**src/fetch_macros.svh**
```systemverilog
`ifndef FETCH_MACROS_SVH
`define FETCH_MACROS_SVH

//////////////////////////////
// datapath widths
//////////////////////////////
`define FETCH_XLEN 64 // pc and imem word width
`define FETCH_ILEN 32 // one instruction, half a memory word

//////////////////////////////
// storage depths, powers of two
//////////////////////////////
`define FETCH_IFB_DEPTH 4 // fetch buffer entries
`define FETCH_BTB_ENTRIES 16 // direct mapped btb lines

`define FETCH_RESET_PC 64'h0 // first fetch address out of reset

`define SD // clk to q delay on flop assignments, empty for synthesis

`endif

```
**src/fetch_pkg.sv**
```systemverilog
`include "fetch_macros.svh"

package fetch_pkg;

	//////////////////////////////
	// address and instruction
	//////////////////////////////
	typedef logic [`FETCH_XLEN-1:0] pc_t; // byte address
	typedef logic [`FETCH_ILEN-1:0] insn_t; // raw instruction bits

	//////////////////////////////
	// branch direction counter
	//////////////////////////////
	// msb set means predict taken
	// steps move one state toward the outcome and stop at the ends
	typedef enum logic [1:0]
	{
		STRONG_NT = 2'b00, // saturated not taken
		WEAK_NT = 2'b01,
		WEAK_T = 2'b10, // state given to a new entry
		STRONG_T = 2'b11 // saturated taken
	} btb_ctr_e;

	// counter values shared by the predictor and the reference model
	// lookup treats WEAK_T and STRONG_T as taken

endpackage

```
**src/branch_predictor.sv**
```systemverilog
`timescale 1ns/1ps
`include "fetch_macros.svh"

module branch_predictor import fetch_pkg::*;
(
	input logic clk,
	input logic rst,

	// lookup side, driven by the fetch pc
	input pc_t fetch_pc_i,
	output logic predict_o, // taken prediction for fetch_pc_i
	output pc_t predict_target_o, // where to go if predict_o

	// resolution side
	input logic update_en_i,
	input pc_t update_pc_i,
	input pc_t update_target_i,
	input logic update_taken_i
);

	localparam int IDX_W = $clog2(`FETCH_BTB_ENTRIES);
	localparam int TAG_W = `FETCH_XLEN - IDX_W - 2; // pc bits above the index

	//////////////////////////////
	// btb storage
	//////////////////////////////
	logic valid_q [`FETCH_BTB_ENTRIES]; // only these bits are reset
	logic [TAG_W-1:0] tag_q [`FETCH_BTB_ENTRIES];
	pc_t target_q [`FETCH_BTB_ENTRIES];
	btb_ctr_e ctr_q [`FETCH_BTB_ENTRIES];

	logic [IDX_W-1:0] look_idx; // lookup index from pc[IDX_W+1:2]
	logic [TAG_W-1:0] look_tag;
	logic look_hit;
	logic [IDX_W-1:0] upd_idx;
	logic [TAG_W-1:0] upd_tag;
	logic upd_hit; // update pc already owns its line

	// one saturating step toward the resolved direction
	function automatic btb_ctr_e ctr_step(input btb_ctr_e cur, input logic taken);
		btb_ctr_e nxt;
		case (cur)
			STRONG_NT: nxt = taken ? WEAK_NT : STRONG_NT;
			WEAK_NT: nxt = taken ? WEAK_T : STRONG_NT;
			WEAK_T: nxt = taken ? STRONG_T : WEAK_NT;
			default: nxt = taken ? STRONG_T : WEAK_T; // STRONG_T
		endcase
		return nxt;
	endfunction

	//////////////////////////////
	// lookup, same cycle
	//////////////////////////////
	assign look_idx = fetch_pc_i[IDX_W+1:2];
	assign look_tag = fetch_pc_i[`FETCH_XLEN-1:IDX_W+2];
	assign look_hit = valid_q[look_idx] && (tag_q[look_idx] == look_tag);

	assign predict_o = look_hit && (ctr_q[look_idx] inside {WEAK_T, STRONG_T});
	assign predict_target_o = target_q[look_idx]; // don't care unless predict_o

	//////////////////////////////
	// update, seen from the next cycle
	//////////////////////////////
	assign upd_idx = update_pc_i[IDX_W+1:2];
	assign upd_tag = update_pc_i[`FETCH_XLEN-1:IDX_W+2];
	assign upd_hit = valid_q[upd_idx] && (tag_q[upd_idx] == upd_tag);

	// valid bits, a taken miss claims the line
	always_ff @(posedge clk)
	begin
		if (rst)
		begin
			for (int i = 0; i < `FETCH_BTB_ENTRIES; i++)
				valid_q[i] <= `SD 1'b0;
		end
		else if (update_en_i && !upd_hit && update_taken_i)
			valid_q[upd_idx] <= `SD 1'b1;
	end

	// tag, target and counter payload
	always_ff @(posedge clk)
	begin
		if (update_en_i)
		begin
			if (upd_hit)
			begin
				ctr_q[upd_idx] <= `SD ctr_step(ctr_q[upd_idx], update_taken_i);
				if (update_taken_i)
					target_q[upd_idx] <= `SD update_target_i; // latest taken target wins
			end
			else if (update_taken_i) // allocate, not taken misses are dropped
			begin
				tag_q[upd_idx] <= `SD upd_tag;
				target_q[upd_idx] <= `SD update_target_i;
				ctr_q[upd_idx] <= `SD WEAK_T;
			end
		end
	end

	// counter and tag state never leak x into fetch once out of reset
	a_predict_known: assert property (@(posedge clk) disable iff (rst)
		!$isunknown(predict_o));

endmodule

```
**src/ifb.sv**
```systemverilog
`timescale 1ns/1ps
`include "fetch_macros.svh"

module ifb import fetch_pkg::*;
(
	input logic clk,
	input logic rst,

	// push side from fetch, already gated by if_stage
	input logic ifb_en_i,
	input insn_t if_insn_i,
	input pc_t if_pc_i,
	input pc_t if_target_pc_i, // pc fetched after this one
	input logic bp2if_pred_bit_i,

	input logic flush_en_i, // redirect, drop everything
	input logic decode_en_i, // decode wants the head

	output logic ifb_full_o,
	output logic ifb_empty_o,
	// head entry
	output insn_t ifb_insn_o,
	output pc_t ifb_pc_o,
	output pc_t ifb_target_pc_o,
	output logic ifb_pred_bit_o
);

	localparam int PTR_W = $clog2(`FETCH_IFB_DEPTH);
	localparam int CNT_W = PTR_W + 1; // count reaches DEPTH

	//////////////////////////////
	// entry storage
	//////////////////////////////
	insn_t insn_mem [`FETCH_IFB_DEPTH];
	pc_t pc_mem [`FETCH_IFB_DEPTH];
	pc_t tgt_mem [`FETCH_IFB_DEPTH];
	logic pred_mem [`FETCH_IFB_DEPTH];

	logic [PTR_W-1:0] wr_ptr_q; // next free slot
	logic [PTR_W-1:0] rd_ptr_q; // head slot
	logic [CNT_W-1:0] count_q; // occupancy
	logic push;
	logic pop;

	assign push = ifb_en_i;
	assign pop = decode_en_i && !ifb_empty_o; // pop on empty is ignored

	assign ifb_full_o = (count_q == CNT_W'(`FETCH_IFB_DEPTH));
	assign ifb_empty_o = (count_q == '0);

	//////////////////////////////
	// pointers and count
	//////////////////////////////
	always_ff @(posedge clk)
	begin
		if (rst || flush_en_i) // flush beats push and pop
		begin
			wr_ptr_q <= `SD '0;
			rd_ptr_q <= `SD '0;
			count_q <= `SD '0;
		end
		else
		begin
			if (push)
				wr_ptr_q <= `SD wr_ptr_q + PTR_W'(1); // wraps, depth is 2^n
			if (pop)
				rd_ptr_q <= `SD rd_ptr_q + PTR_W'(1);
			count_q <= `SD count_q + CNT_W'(push) - CNT_W'(pop); // both at once keeps count
		end
	end

	// payload write, stale slots are harmless
	always_ff @(posedge clk)
	begin
		if (push)
		begin
			insn_mem[wr_ptr_q] <= `SD if_insn_i;
			pc_mem[wr_ptr_q] <= `SD if_pc_i;
			tgt_mem[wr_ptr_q] <= `SD if_target_pc_i;
			pred_mem[wr_ptr_q] <= `SD bp2if_pred_bit_i;
		end
	end

	//////////////////////////////
	// head to decode
	//////////////////////////////
	assign ifb_insn_o = insn_mem[rd_ptr_q];
	assign ifb_pc_o = pc_mem[rd_ptr_q];
	assign ifb_target_pc_o = tgt_mem[rd_ptr_q];
	assign ifb_pred_bit_o = pred_mem[rd_ptr_q];

	// fetch must hold off while full, this buffer trusts it
	a_no_push_full: assert property (@(posedge clk) disable iff (rst)
		ifb_en_i |-> !ifb_full_o);

endmodule

```
**src/if_stage.sv**
```systemverilog
`timescale 1ns/1ps
`include "fetch_macros.svh"

module if_stage import fetch_pkg::*;
(
	input logic clk,
	input logic rst,

	input logic bp2if_predict_i, // btb says taken for fetch_pc_o
	input pc_t br_predict_target_pc_i,
	input pc_t br_flush_target_pc_i,
	input logic br_flush_en_i,

	input logic [`FETCH_XLEN-1:0] imem_data_i, // word at imem_addr_o
	input logic imem_valid_i,
	input logic id_request_i,

	output pc_t imem_addr_o, // word aligned fetch address
	output logic imem_req_o,
	output pc_t fetch_pc_o, // full pc, for the btb lookup
	output pc_t if_pc_o,
	output pc_t if_target_pc_o,
	output insn_t if_ir_o,
	output logic if_pred_bit_o,
	output logic if_valid_inst_o // head of buffer is real
);

	pc_t pc_q; // pc being fetched
	pc_t pc_plus_4;
	pc_t next_pc;
	logic pc_en;
	logic ifb_en; // push to buffer
	insn_t if_insn;
	logic ifb_full;
	logic ifb_empty;

	//////////////////////////////
	// memory side
	//////////////////////////////
	assign imem_addr_o = {pc_q[`FETCH_XLEN-1:3], 3'b000};
	assign imem_req_o = !ifb_full || !imem_valid_i;
	assign fetch_pc_o = pc_q;

	// imem returns 64 bits, pc[2] picks the half
	assign if_insn = pc_q[2] ? imem_data_i[63:32] : imem_data_i[31:0];

	//////////////////////////////
	// next pc
	//////////////////////////////
	assign pc_plus_4 = pc_q + pc_t'(4);

	// flush first, then btb, then fall through
	assign next_pc = br_flush_en_i ? br_flush_target_pc_i :
		bp2if_predict_i ? br_predict_target_pc_i : pc_plus_4;

	// accepted fetch only when room and no redirect
	assign ifb_en = imem_valid_i && !ifb_full && !br_flush_en_i;
	assign pc_en = ifb_en || br_flush_en_i; // redirect also moves pc while stalled

	always_ff @(posedge clk)
	begin
		if (rst)
			pc_q <= `SD pc_t'(`FETCH_RESET_PC);
		else if (pc_en)
			pc_q <= `SD next_pc;
	end

	//////////////////////////////
	// fetch buffer
	//////////////////////////////
	ifb ifb0
	(
		.clk(clk),
		.rst(rst),
		.ifb_en_i(ifb_en),
		.if_insn_i(if_insn),
		.if_pc_i(pc_q),
		.if_target_pc_i(next_pc), // flush case never pushed
		.bp2if_pred_bit_i(bp2if_predict_i),
		.flush_en_i(br_flush_en_i),
		.decode_en_i(id_request_i),
		.ifb_full_o(ifb_full),
		.ifb_empty_o(ifb_empty),
		.ifb_insn_o(if_ir_o),
		.ifb_pc_o(if_pc_o),
		.ifb_target_pc_o(if_target_pc_o),
		.ifb_pred_bit_o(if_pred_bit_o)
	);

	assign if_valid_inst_o = !ifb_empty;

	// aligned targets keep the pc on instruction boundaries
	a_pc_aligned: assert property (@(posedge clk) disable iff (rst)
		(pc_q[1:0] == 2'b00)
		&& (!br_flush_en_i || (br_flush_target_pc_i[1:0] == 2'b00))
		&& (!bp2if_predict_i || (br_predict_target_pc_i[1:0] == 2'b00))
		|=> (pc_q[1:0] == 2'b00));

endmodule

```
**src/fetch_top.sv**
```systemverilog
`timescale 1ns/1ps
`include "fetch_macros.svh"

module fetch_top import fetch_pkg::*;
(
	input logic clk,
	input logic rst,

	//////////////////////////////
	// instruction memory
	//////////////////////////////
	output pc_t imem_addr_o,
	output logic imem_req_o,
	input logic [`FETCH_XLEN-1:0] imem_data_i,
	input logic imem_valid_i, // data matches this cycle's address

	//////////////////////////////
	// decode
	//////////////////////////////
	input logic id_request_i, // pop head
	output logic if_valid_inst_o,
	output pc_t if_pc_o,
	output insn_t if_ir_o,
	output pc_t if_target_pc_o,
	output logic if_pred_bit_o,

	//////////////////////////////
	// redirect and btb training
	//////////////////////////////
	input logic br_flush_en_i,
	input pc_t br_flush_target_i,
	input logic br_update_en_i,
	input pc_t br_update_pc_i,
	input pc_t br_update_target_i,
	input logic br_update_taken_i
);

	pc_t fetch_pc; // if_stage pc into btb lookup
	logic predict; // btb result back into next pc mux
	pc_t predict_target;

	if_stage if_stage0
	(
		.clk(clk),
		.rst(rst),
		.bp2if_predict_i(predict),
		.br_predict_target_pc_i(predict_target),
		.br_flush_target_pc_i(br_flush_target_i),
		.br_flush_en_i(br_flush_en_i),
		.imem_data_i(imem_data_i),
		.imem_valid_i(imem_valid_i),
		.id_request_i(id_request_i),
		.imem_addr_o(imem_addr_o),
		.imem_req_o(imem_req_o),
		.fetch_pc_o(fetch_pc),
		.if_pc_o(if_pc_o),
		.if_target_pc_o(if_target_pc_o),
		.if_ir_o(if_ir_o),
		.if_pred_bit_o(if_pred_bit_o),
		.if_valid_inst_o(if_valid_inst_o)
	);

	// lookup is combinational, same cycle as the fetch
	branch_predictor bp0
	(
		.clk(clk),
		.rst(rst),
		.fetch_pc_i(fetch_pc),
		.predict_o(predict),
		.predict_target_o(predict_target),
		.update_en_i(br_update_en_i),
		.update_pc_i(br_update_pc_i),
		.update_target_i(br_update_target_i),
		.update_taken_i(br_update_taken_i)
	);

endmodule

```
**config.mk**
```make
export PLATFORM = sky130hd
export DESIGN_NAME = fetch_top
export DESIGN_NICKNAME = d
export VERILOG_FILES = /design/src/fetch_pkg.sv /design/src/branch_predictor.sv /design/src/ifb.sv /design/src/if_stage.sv /design/src/fetch_top.sv
export VERILOG_INCLUDE_DIRS = /design/src /design/src/src
export SDC_FILE = /design/constraint.sdc
export NUM_CORES = 2
export LEC_CHECK = 0
export ABC_AREA = 0
export BUFFER_PORTS_ARGS = -buffer_cell sky130_fd_sc_hd__buf_4
export CAP_MARGIN = 10
export CORE_ASPECT_RATIO = 2
export CORE_MARGIN = 2
export CORE_UTILIZATION = 50
export DETAILED_ROUTE_END_ITERATION = 8
export PLACE_DENSITY = 0.73
export SLEW_MARGIN = 20
export SYNTH_ARGS = -nofsm -noshare
export SYNTH_HDL_FRONTEND = slang
export SYNTH_HIERARCHICAL = 1
export SYNTH_SLANG_ARGS = --single-unit
```
**constraint.sdc**
```tcl
create_clock -name clk -period 20.7 [get_ports clk]
set_input_delay 1.035 -clock clk [delete_from_list [all_inputs] [get_ports clk]]
set_output_delay 1.035 -clock clk [all_outputs]
set_load 0.02 [all_outputs]
```
# [Word-level counts from Yosys, hierarchy flattened]
# Memory sizes are Yosys's and may differ from the RTL's. A register that Yosys moved wholly into a read port is not among the register bits.
# Index checks and enable logic that the tools add are counted.
[totals] register_bits=71 ramBits=2644 in_bits=263 output_inout_bits=227 wordCells=94 n_memories=8
[memory_table] memory="bp0.target_q" words=16 word_bits=64 read_ports=1 rd_ports_with_merged_regs=1 wr=1 line="branch_predictor.sv:29" rtl="pc_t target_q [`FETCH_BTB_ENTRIES];"
[memory_table] memory="bp0.tag_q" words=16 word_bits=58 read_ports=2 rd_ports_with_merged_regs=1 wr=1 line="branch_predictor.sv:28" rtl="logic [TAG_W-1:0] tag_q [`FETCH_BTB_ENTRIES];"
[memory_table] memory="if_stage0.ifb0.pc_mem" words=4 word_bits=64 read_ports=1 rd_ports_with_merged_regs=1 wr=1 line="ifb.sv:35" rtl="pc_t pc_mem [`FETCH_IFB_DEPTH];"
[memory_table] memory="if_stage0.ifb0.tgt_mem" words=4 word_bits=64 read_ports=1 rd_ports_with_merged_regs=1 wr=1 line="ifb.sv:36" rtl="pc_t tgt_mem [`FETCH_IFB_DEPTH];"
[memory_table] memory="if_stage0.ifb0.insn_mem" words=4 word_bits=32 read_ports=1 rd_ports_with_merged_regs=1 wr=1 line="ifb.sv:34" rtl="insn_t insn_mem [`FETCH_IFB_DEPTH];"
[memory_table] memory="bp0.ctr_q" words=16 word_bits=2 read_ports=2 rd_ports_with_merged_regs=1 wr=1 line="branch_predictor.sv:30" rtl="btb_ctr_e ctr_q [`FETCH_BTB_ENTRIES];"
[memory_table] memory="2 more memories"
[classes] addsub=5 eq_ne=7 mux=48 bitwise=2 reduce_logical=20
[ops] cell="64-bit 2-to-1 mux" count=3
[ops] cell="58-bit equality test" count=2
[ops] cell="64-bit by 3-bit adder with 64-bit output (second input constant)" count=1
[ops] cell="4-bit 2-to-1 mux" count=9
[ops] cell="32-bit 2-to-1 mux" count=1
[ops] cell="2-bit 2-to-1 mux" count=13
[ops] cell="1-bit 2-to-1 mux" count=21
[ops] cell="1-bit logical AND" count=8
[ops] cell="2-bit equality test (second input constant)" count=3
[ops] cell="2-bit one-hot mux with 3 select lines" count=1
[ops] cell="1-bit zero test" count=5
[ops] cell="2-bit by 1-bit adder with 2-bit output (second input constant)" count=2
[ops] cell="3-bit by 1-bit adder with 3-bit output" count=1
[ops] cell="3-bit equality test (second input constant)" count=1
[ops] cell="3-bit zero test" count=1
[ops] cell="1-bit logical OR" count=3
[ops] cell="3-bit by 1-bit subtractor with 3-bit output" count=1
[ops] cell="2-bit by 1-bit equality test with 1-bit output (second input constant)" count=1
[ops] cell="2-bit zero test" count=1
[ops] cell="1-bit OR" count=2
[ops] cell="2-bit nonzero test" count=1
[ops] cell="1-bit OR reduction" count=1

# [Longest topological paths before layout]
# An unclocked memory read counts as a cell.
[logic_depth] depth_word=11 depth_mapped=22 depth_no_buf=14

# [Cells and area by module]
# The synthesis kept the hierarchy.
[by_module_without_submodules] module="branch_predictor" instances=1 cells_per_inst=3859 area_per_inst_um2=85087.9 seq_area_each_um2=59897.4
[by_module_without_submodules] module="ifb" instances=1 cells_per_inst=888 area_per_inst_um2=23695.2 seq_area_each_um2=19518.7
[by_module_without_submodules] module="if_stage" instances=1 cells_per_inst=914 area_per_inst_um2=6578.8 seq_area_each_um2=1281.2

# [Worst setup path after synthesis]
# No wires, ideal clock.
[synth_timing] path_kind="input port to flip-flop" from="input br_update_pc_i[2]" to="memory bp0/tag_q[0][0] in the netlist's numbering, enable pin" arrival_ns=7.311 required_ns=20.154 slack_ns=12.843 stages=12 path_buffers=4 path_cell_list="buf_2 > buf_2 > buf_2 > mux4_2 > a22o_1 > a221oi_1 > xnor2_1 > nor4_1 > nand4_1 > nor4_2 > buf_2 > nor3_1"
[synth_between] elab_chain_len=6 word_cells_on_any_way=7 cone_classes="1 x eq/ne; 3 x mux; 1 x reduce/logical; 2 x memory"
[synth_lines] item="from (decl)" line="fetch_top.sv:33" rtl="input pc_t br_update_pc_i,"
[synth_lines] item="memory read 16 x 58 bit"
[synth_lines] item="58-bit equality test" line="branch_predictor.sv:66" rtl="assign upd_hit = valid_q[upd_idx] && (tag_q[upd_idx] == upd_tag);"
[synth_lines] item="1-bit logical AND" line="branch_predictor.sv:66"
[synth_lines] item="1-bit 2-to-1 mux" line="branch_predictor.sv:85" rtl="if (upd_hit)"
[synth_lines] item="1-bit 2-to-1 mux" line="branch_predictor.sv:83" rtl="if (update_en_i)"
[synth_lines] item="1-bit 2-to-1 mux" line="branch_predictor.sv:93" rtl="tag_q[upd_idx] <= `SD upd_tag;"
[synth_lines] item="to (decl)" line="branch_predictor.sv:28"
# Parallel ways exist; a longest one is shown, timed or not.

# [Worst setup path in the final report]
[layout_timing] from="register if_stage0.pc_q[2], in the netlist if_stage0/fetch_pc_o[2]" to="memory if_stage0/ifb0/tgt_mem[0][23] in the netlist's numbering, data pin"
[layout_between] elab_chain_len=3
[layout_lines] item="from (decl)" line="if_stage.sv:28" rtl="pc_t pc_q;"
[layout_lines] item="from (signal assigned)" line="if_stage.sv:63" rtl="pc_q <= `SD pc_t'(`FETCH_RESET_PC);"
[layout_lines] item="from (signal assigned)" line="if_stage.sv:65" rtl="pc_q <= `SD next_pc;"
[layout_lines] item="64-bit by 3-bit adder with 64-bit output" line="if_stage.sv:50" rtl="assign pc_plus_4 = pc_q + pc_t'(4);"
[layout_lines] item="64-bit 2-to-1 mux" line="if_stage.sv:54" rtl="bp2if_predict_i ? br_predict_target_pc_i : pc_plus_4;"
[layout_lines] item="64-bit 2-to-1 mux" line="if_stage.sv:53" rtl="assign next_pc = br_flush_en_i ? br_flush_target_pc_i :"
[layout_lines] item="net if_stage0.next_pc[23]" line="if_stage.sv:30" rtl="pc_t next_pc;"
[layout_lines] item="to (decl)" line="ifb.sv:36"
# The timed path passes the listed nets, and every way through them passes these cells.

==> flow_metrics.py <==
metrics = {
    "clock_network": {
        "cts_sinks": 2717,
        "worst_skew_pair.late_latency_ps": 950,
        "clk_path_buf_depth": 4,
        "path_clk_slew_ps": 80,
        "cts_max_level": 4,
        "numCtsBuffers": 231,
        "holdBufCountCts": 0,
        "cts_tree": "done",
        "clockRootBuffer": "clkbuf_16",
        "cts-resized-gates": 0,
        "cts_setup_buffers": 0,
    },
    "finish": {
        "area_delta_synth_final_pct": 12.6,
        "fin_cells": 9353,
        "fin_nets": 6412,
        "layout_common_cells": "edfxtp_1 (2628), mux4_2 (973), buf_4 (645), clkbuf_16 (234), nand2_1 (156)",
        "final_util_pct": 56.6,
        "final_common_cell": "edfxtp_1",
        "drive_gt1_share_pct": 34.0,
        "final_area_um2": 130000,
        "nFillCells": 16719,
    },
    "synth": {
        "synth_compound_area_share_pct": 3.05,
        "synth-adder-area-share_pct": 0.102,
        "syn_area_um2": 115000,
        "synth_edf_count": 2628,
        "yosys_register_bits": 2717,
        "synthFlopType": "edfxtp_1",
        "async_flop_share_pct": 0,
        "synth-simple-area-share_pct": 2.75,
        "synth_area_per_cell_um2": 20.4,
        "ys_types": 95,
        "synth.yosys.seq_area_share_pct": 70.0,
        "synth-xor-area-share_pct": 1.11,
        "synth_top_family_by_area": "multiplexers",
        "syn_inst": 5661,
        "synth.area.mux_share_pct": 21.0,
        "yosys_warnings": 6,
    },
    "floorplanning": {
        "dieWidth_um": 344,
        "fp.dieH_um": 683,
        "pin_count": 490,
        "coreArea_um2": 230000,
        "fp-row-count": 249,
        "dieArea_um2": 235000,
        "initial_core_util_pct": 50.2,
    },
    "setup_path": {
        "critPathLaunchType": "flop",
        "crit_path_end_kind": "flop",
        "crit_required_ps": 21300,
        "cpMostUsedCell": "buf_4",
        "path_cells": "buf_12 > buf_4 > buf_4 > buf_4 > mux4_2 > mux4_2 > xor2_1 > nor3_1 > nand4_1 > nor4_2 > buf_4 > nor2b_4 > a22oi_1 > o21ai_0",
        "path_class": "reg2reg",
        "max_stage_delay_ps": 1090,
        "path_max_fanout": 95,
        "crit_slowest_cell": "nor2b_4",
        "cp.arrival_ps": 10160,
    },
    "timing": {
        "finalWorstSetupSlack_ps": 11140,
        "slew_headroom_pct": 16.2,
        "hold_violations": 0,
        "tns_ps": 0,
        "holdWs_ps": 376,
        "slew_violations": 0,
        "tightest_slew_ps": 1250,
        "rsz0062_at_grt": "false",
        "fin_skew_ps": 118,
        "setup-violations-final": 0,
        "period_needed_ps": 9560,
        "period_share_pct": 46.2,
        "fmax_mhz": 105,
    },
    "grt": {
        "antenna_found_initial": 36,
        "grt_pass1_vias": 64016,
        "grt_use_met1_pct": 35.9,
        "grt_util_met3_pct": 5.79,
        "grt_max_degree": 97,
        "grt_usage_pct": 30.1,
        "grt-ovfl-total": 0,
        "grt_busiest_layer": "met2",
        "grt_first_pass_wirelength_mm": 490,
        "met2_usage_pct": 48.9,
    },
    "run": {
        "cap_viol_max_count": 0,
    },
    "pwr": {
        "seqPwrFrac_pct": 52.4,
        "p_int_mw": 9.02,
        "power_frac_comb_pct": 10.2,
        "pwr-share-clk_pct": 37.5,
        "swShare_pct": 23.7,
        "power_mw": 11.8,
        "power.leakage_nw": 40.8,
        "power_density_nw_per_um2": 91.0,
        "peakVddDrop_mv": 0.104,
        "p_switching_mw": 2.81,
    },
    "placed_design": {
        "pre_cts_slack_ps": 11340,
        "io_buffers": 484,
        "placed_area_um2": 122000,
        "hpwl_mm": 225,
        "finalWeightedCongestion": 0.984,
        "dp.cells": 8920,
    },
    "routing": {
        "totalWireLength_mm": 355,
        "via_count": 63451,
        "firstDrtPassIters": 6,
        "via_per_inst": 6.78,
        "routedWlPerCell_um": 37.9,
        "drt_iter0_drc": 8838,
        "drc": 0,
        "drtAntennaViolNets": 0,
    },
    "run_status": {
        "status": "complete, no violations",
    },
    "worst_hold_path": {
        "worstHoldPathType": "in2reg",
    },
}
-- registers in the layout, summed over array words and instances (netlist names), named ones only --
signal / flops
if_stage0/ifb0/pc_mem: 256
if_stage0/fetch_pc_o: 64
bp0/ctr_q: 32
if_stage0/ifb0/rd_ptr_q: 2
bp0/target_q: 1024
if_stage0/ifb0/tgt_mem: 256
if_stage0/ifb0/pred_mem: 4
if_stage0/ifb0/count_q: 3
bp0/valid_q: 16
if_stage0/ifb0/insn_mem: 128
if_stage0/ifb0/wr_ptr_q: 2
bp0/tag_q: 928
-- kinds of logic after synthesis --
kind of cell,after synthesis
other,1
buffers and inverters,483
flip-flops,2717
adder cells (fa/ha/maj),9
XOR/XNOR,143
multiplexers,1191
AND/OR/NAND/NOR,613
AO/OA/AOI/OAI,504
-- worst max-delay path, delay by kind of cell (launching register included) --
kind / cells / cell delay, ps
xor+xnor: 1 / 210
simple gates: 4 / 2250
flops: 1 / 910
mux: 2 / 1240
compound gates: 2 / 810
buf+inv: 5 / 3580
-- per-layer routing --
layer  up-vias  wire length, um
li1      24854                -
met1     33353           114000
met2      4200           174000
met3      1014            35400
met4        30            31300
met5         -              186
-- power groups by stage --
stage	registers (mW)	clock network (mW)	logic, mW
after floorplan	6.28	0	0.687
after global placement	6.30	0	1.16
after detailed placement	6.31	0	1.18
after CTS	6.19	4.45	1.19
after global routing	6.20	4.64	1.23
final	6.19	4.43	1.20
-- area by class of cell --
class                      count  area (um^2)  area share [%]
inverter                      73          274           0.211
tap                         3012         3770            2.90
clock buffer                 273         6100            4.70
timing repair buffer         655         5030            3.87
multi-input combinational   2463        32600            25.1
antenna                       18         45.0          0.0347
sequential                  2717        80700            62.1
clock inverter               142         1440            1.11
-- Yosys cell counts (all sizes together), types with 5 or more instances --
| library cell | count | area [um^2] |
|---|---|---|
| a2111oi | 6 | 53.8 |
| a211o | 6 | 52.6 |
| a211oi | 13 | 97.6 |
| a21o | 8 | 60.1 |
| a21oi | 92 | 498 |
| a221oi | 13 | 114 |
| a22o | 18 | 158 |
| a22oi | 65 | 488 |
| a31oi | 16 | 100 |
| a32o | 16 | 160 |
| and2 | 16 | 103 |
| and3 | 20 | 125 |
| and4 | 7 | 61.3 |
| buf | 255 | 1540 |
| clkbuf | 155 | 582 |
| dfxtp | 89 | 1780 |
| edfxtp | 2628 | 78900 |
| ha | 7 | 87.6 |
| inv | 71 | 267 |
| mux2 | 63 | 709 |
| mux2i | 155 | 1550 |
| mux4 | 973 | 21900 |
| nand2 | 157 | 592 |
| nand2b | 23 | 144 |
| nand3 | 73 | 403 |
| nand4 | 35 | 268 |
| nor2 | 128 | 483 |
| nor2b | 15 | 93.8 |
| nor3 | 62 | 322 |
| nor4 | 34 | 262 |
| o211ai | 10 | 75.1 |
| o21ai | 97 | 485 |
| o221ai | 6 | 52.6 |
| o22ai | 36 | 225 |
| o2bb2ai | 7 | 61.3 |
| o311ai | 5 | 43.8 |
| o31a | 15 | 131 |
| o31ai | 10 | 75.1 |
| o32ai | 15 | 131 |
| o41ai | 6 | 52.6 |
| or2 | 8 | 50.1 |
| or3 | 11 | 68.8 |
| or4 | 7 | 60.1 |
| xnor2 | 92 | 813 |
| xor2 | 50 | 438 |
-- path summary, 6_finish.rpt --
kind,from,end,slack [ps],cells past startpoint
max reg2reg,if_stage0/fetch_pc_o[2],if_stage0/ifb0/tgt_mem[0][23],11140,14
max,if_stage0/fetch_pc_o[2],if_stage0/ifb0/tgt_mem[0][23],11140,14
min reg2reg,bp0/valid_q[2],bp0/valid_q[2],500,1
min,br_update_target_i[34],bp0/target_q[4][34],380,1
(Power assumes the default switching activity.)
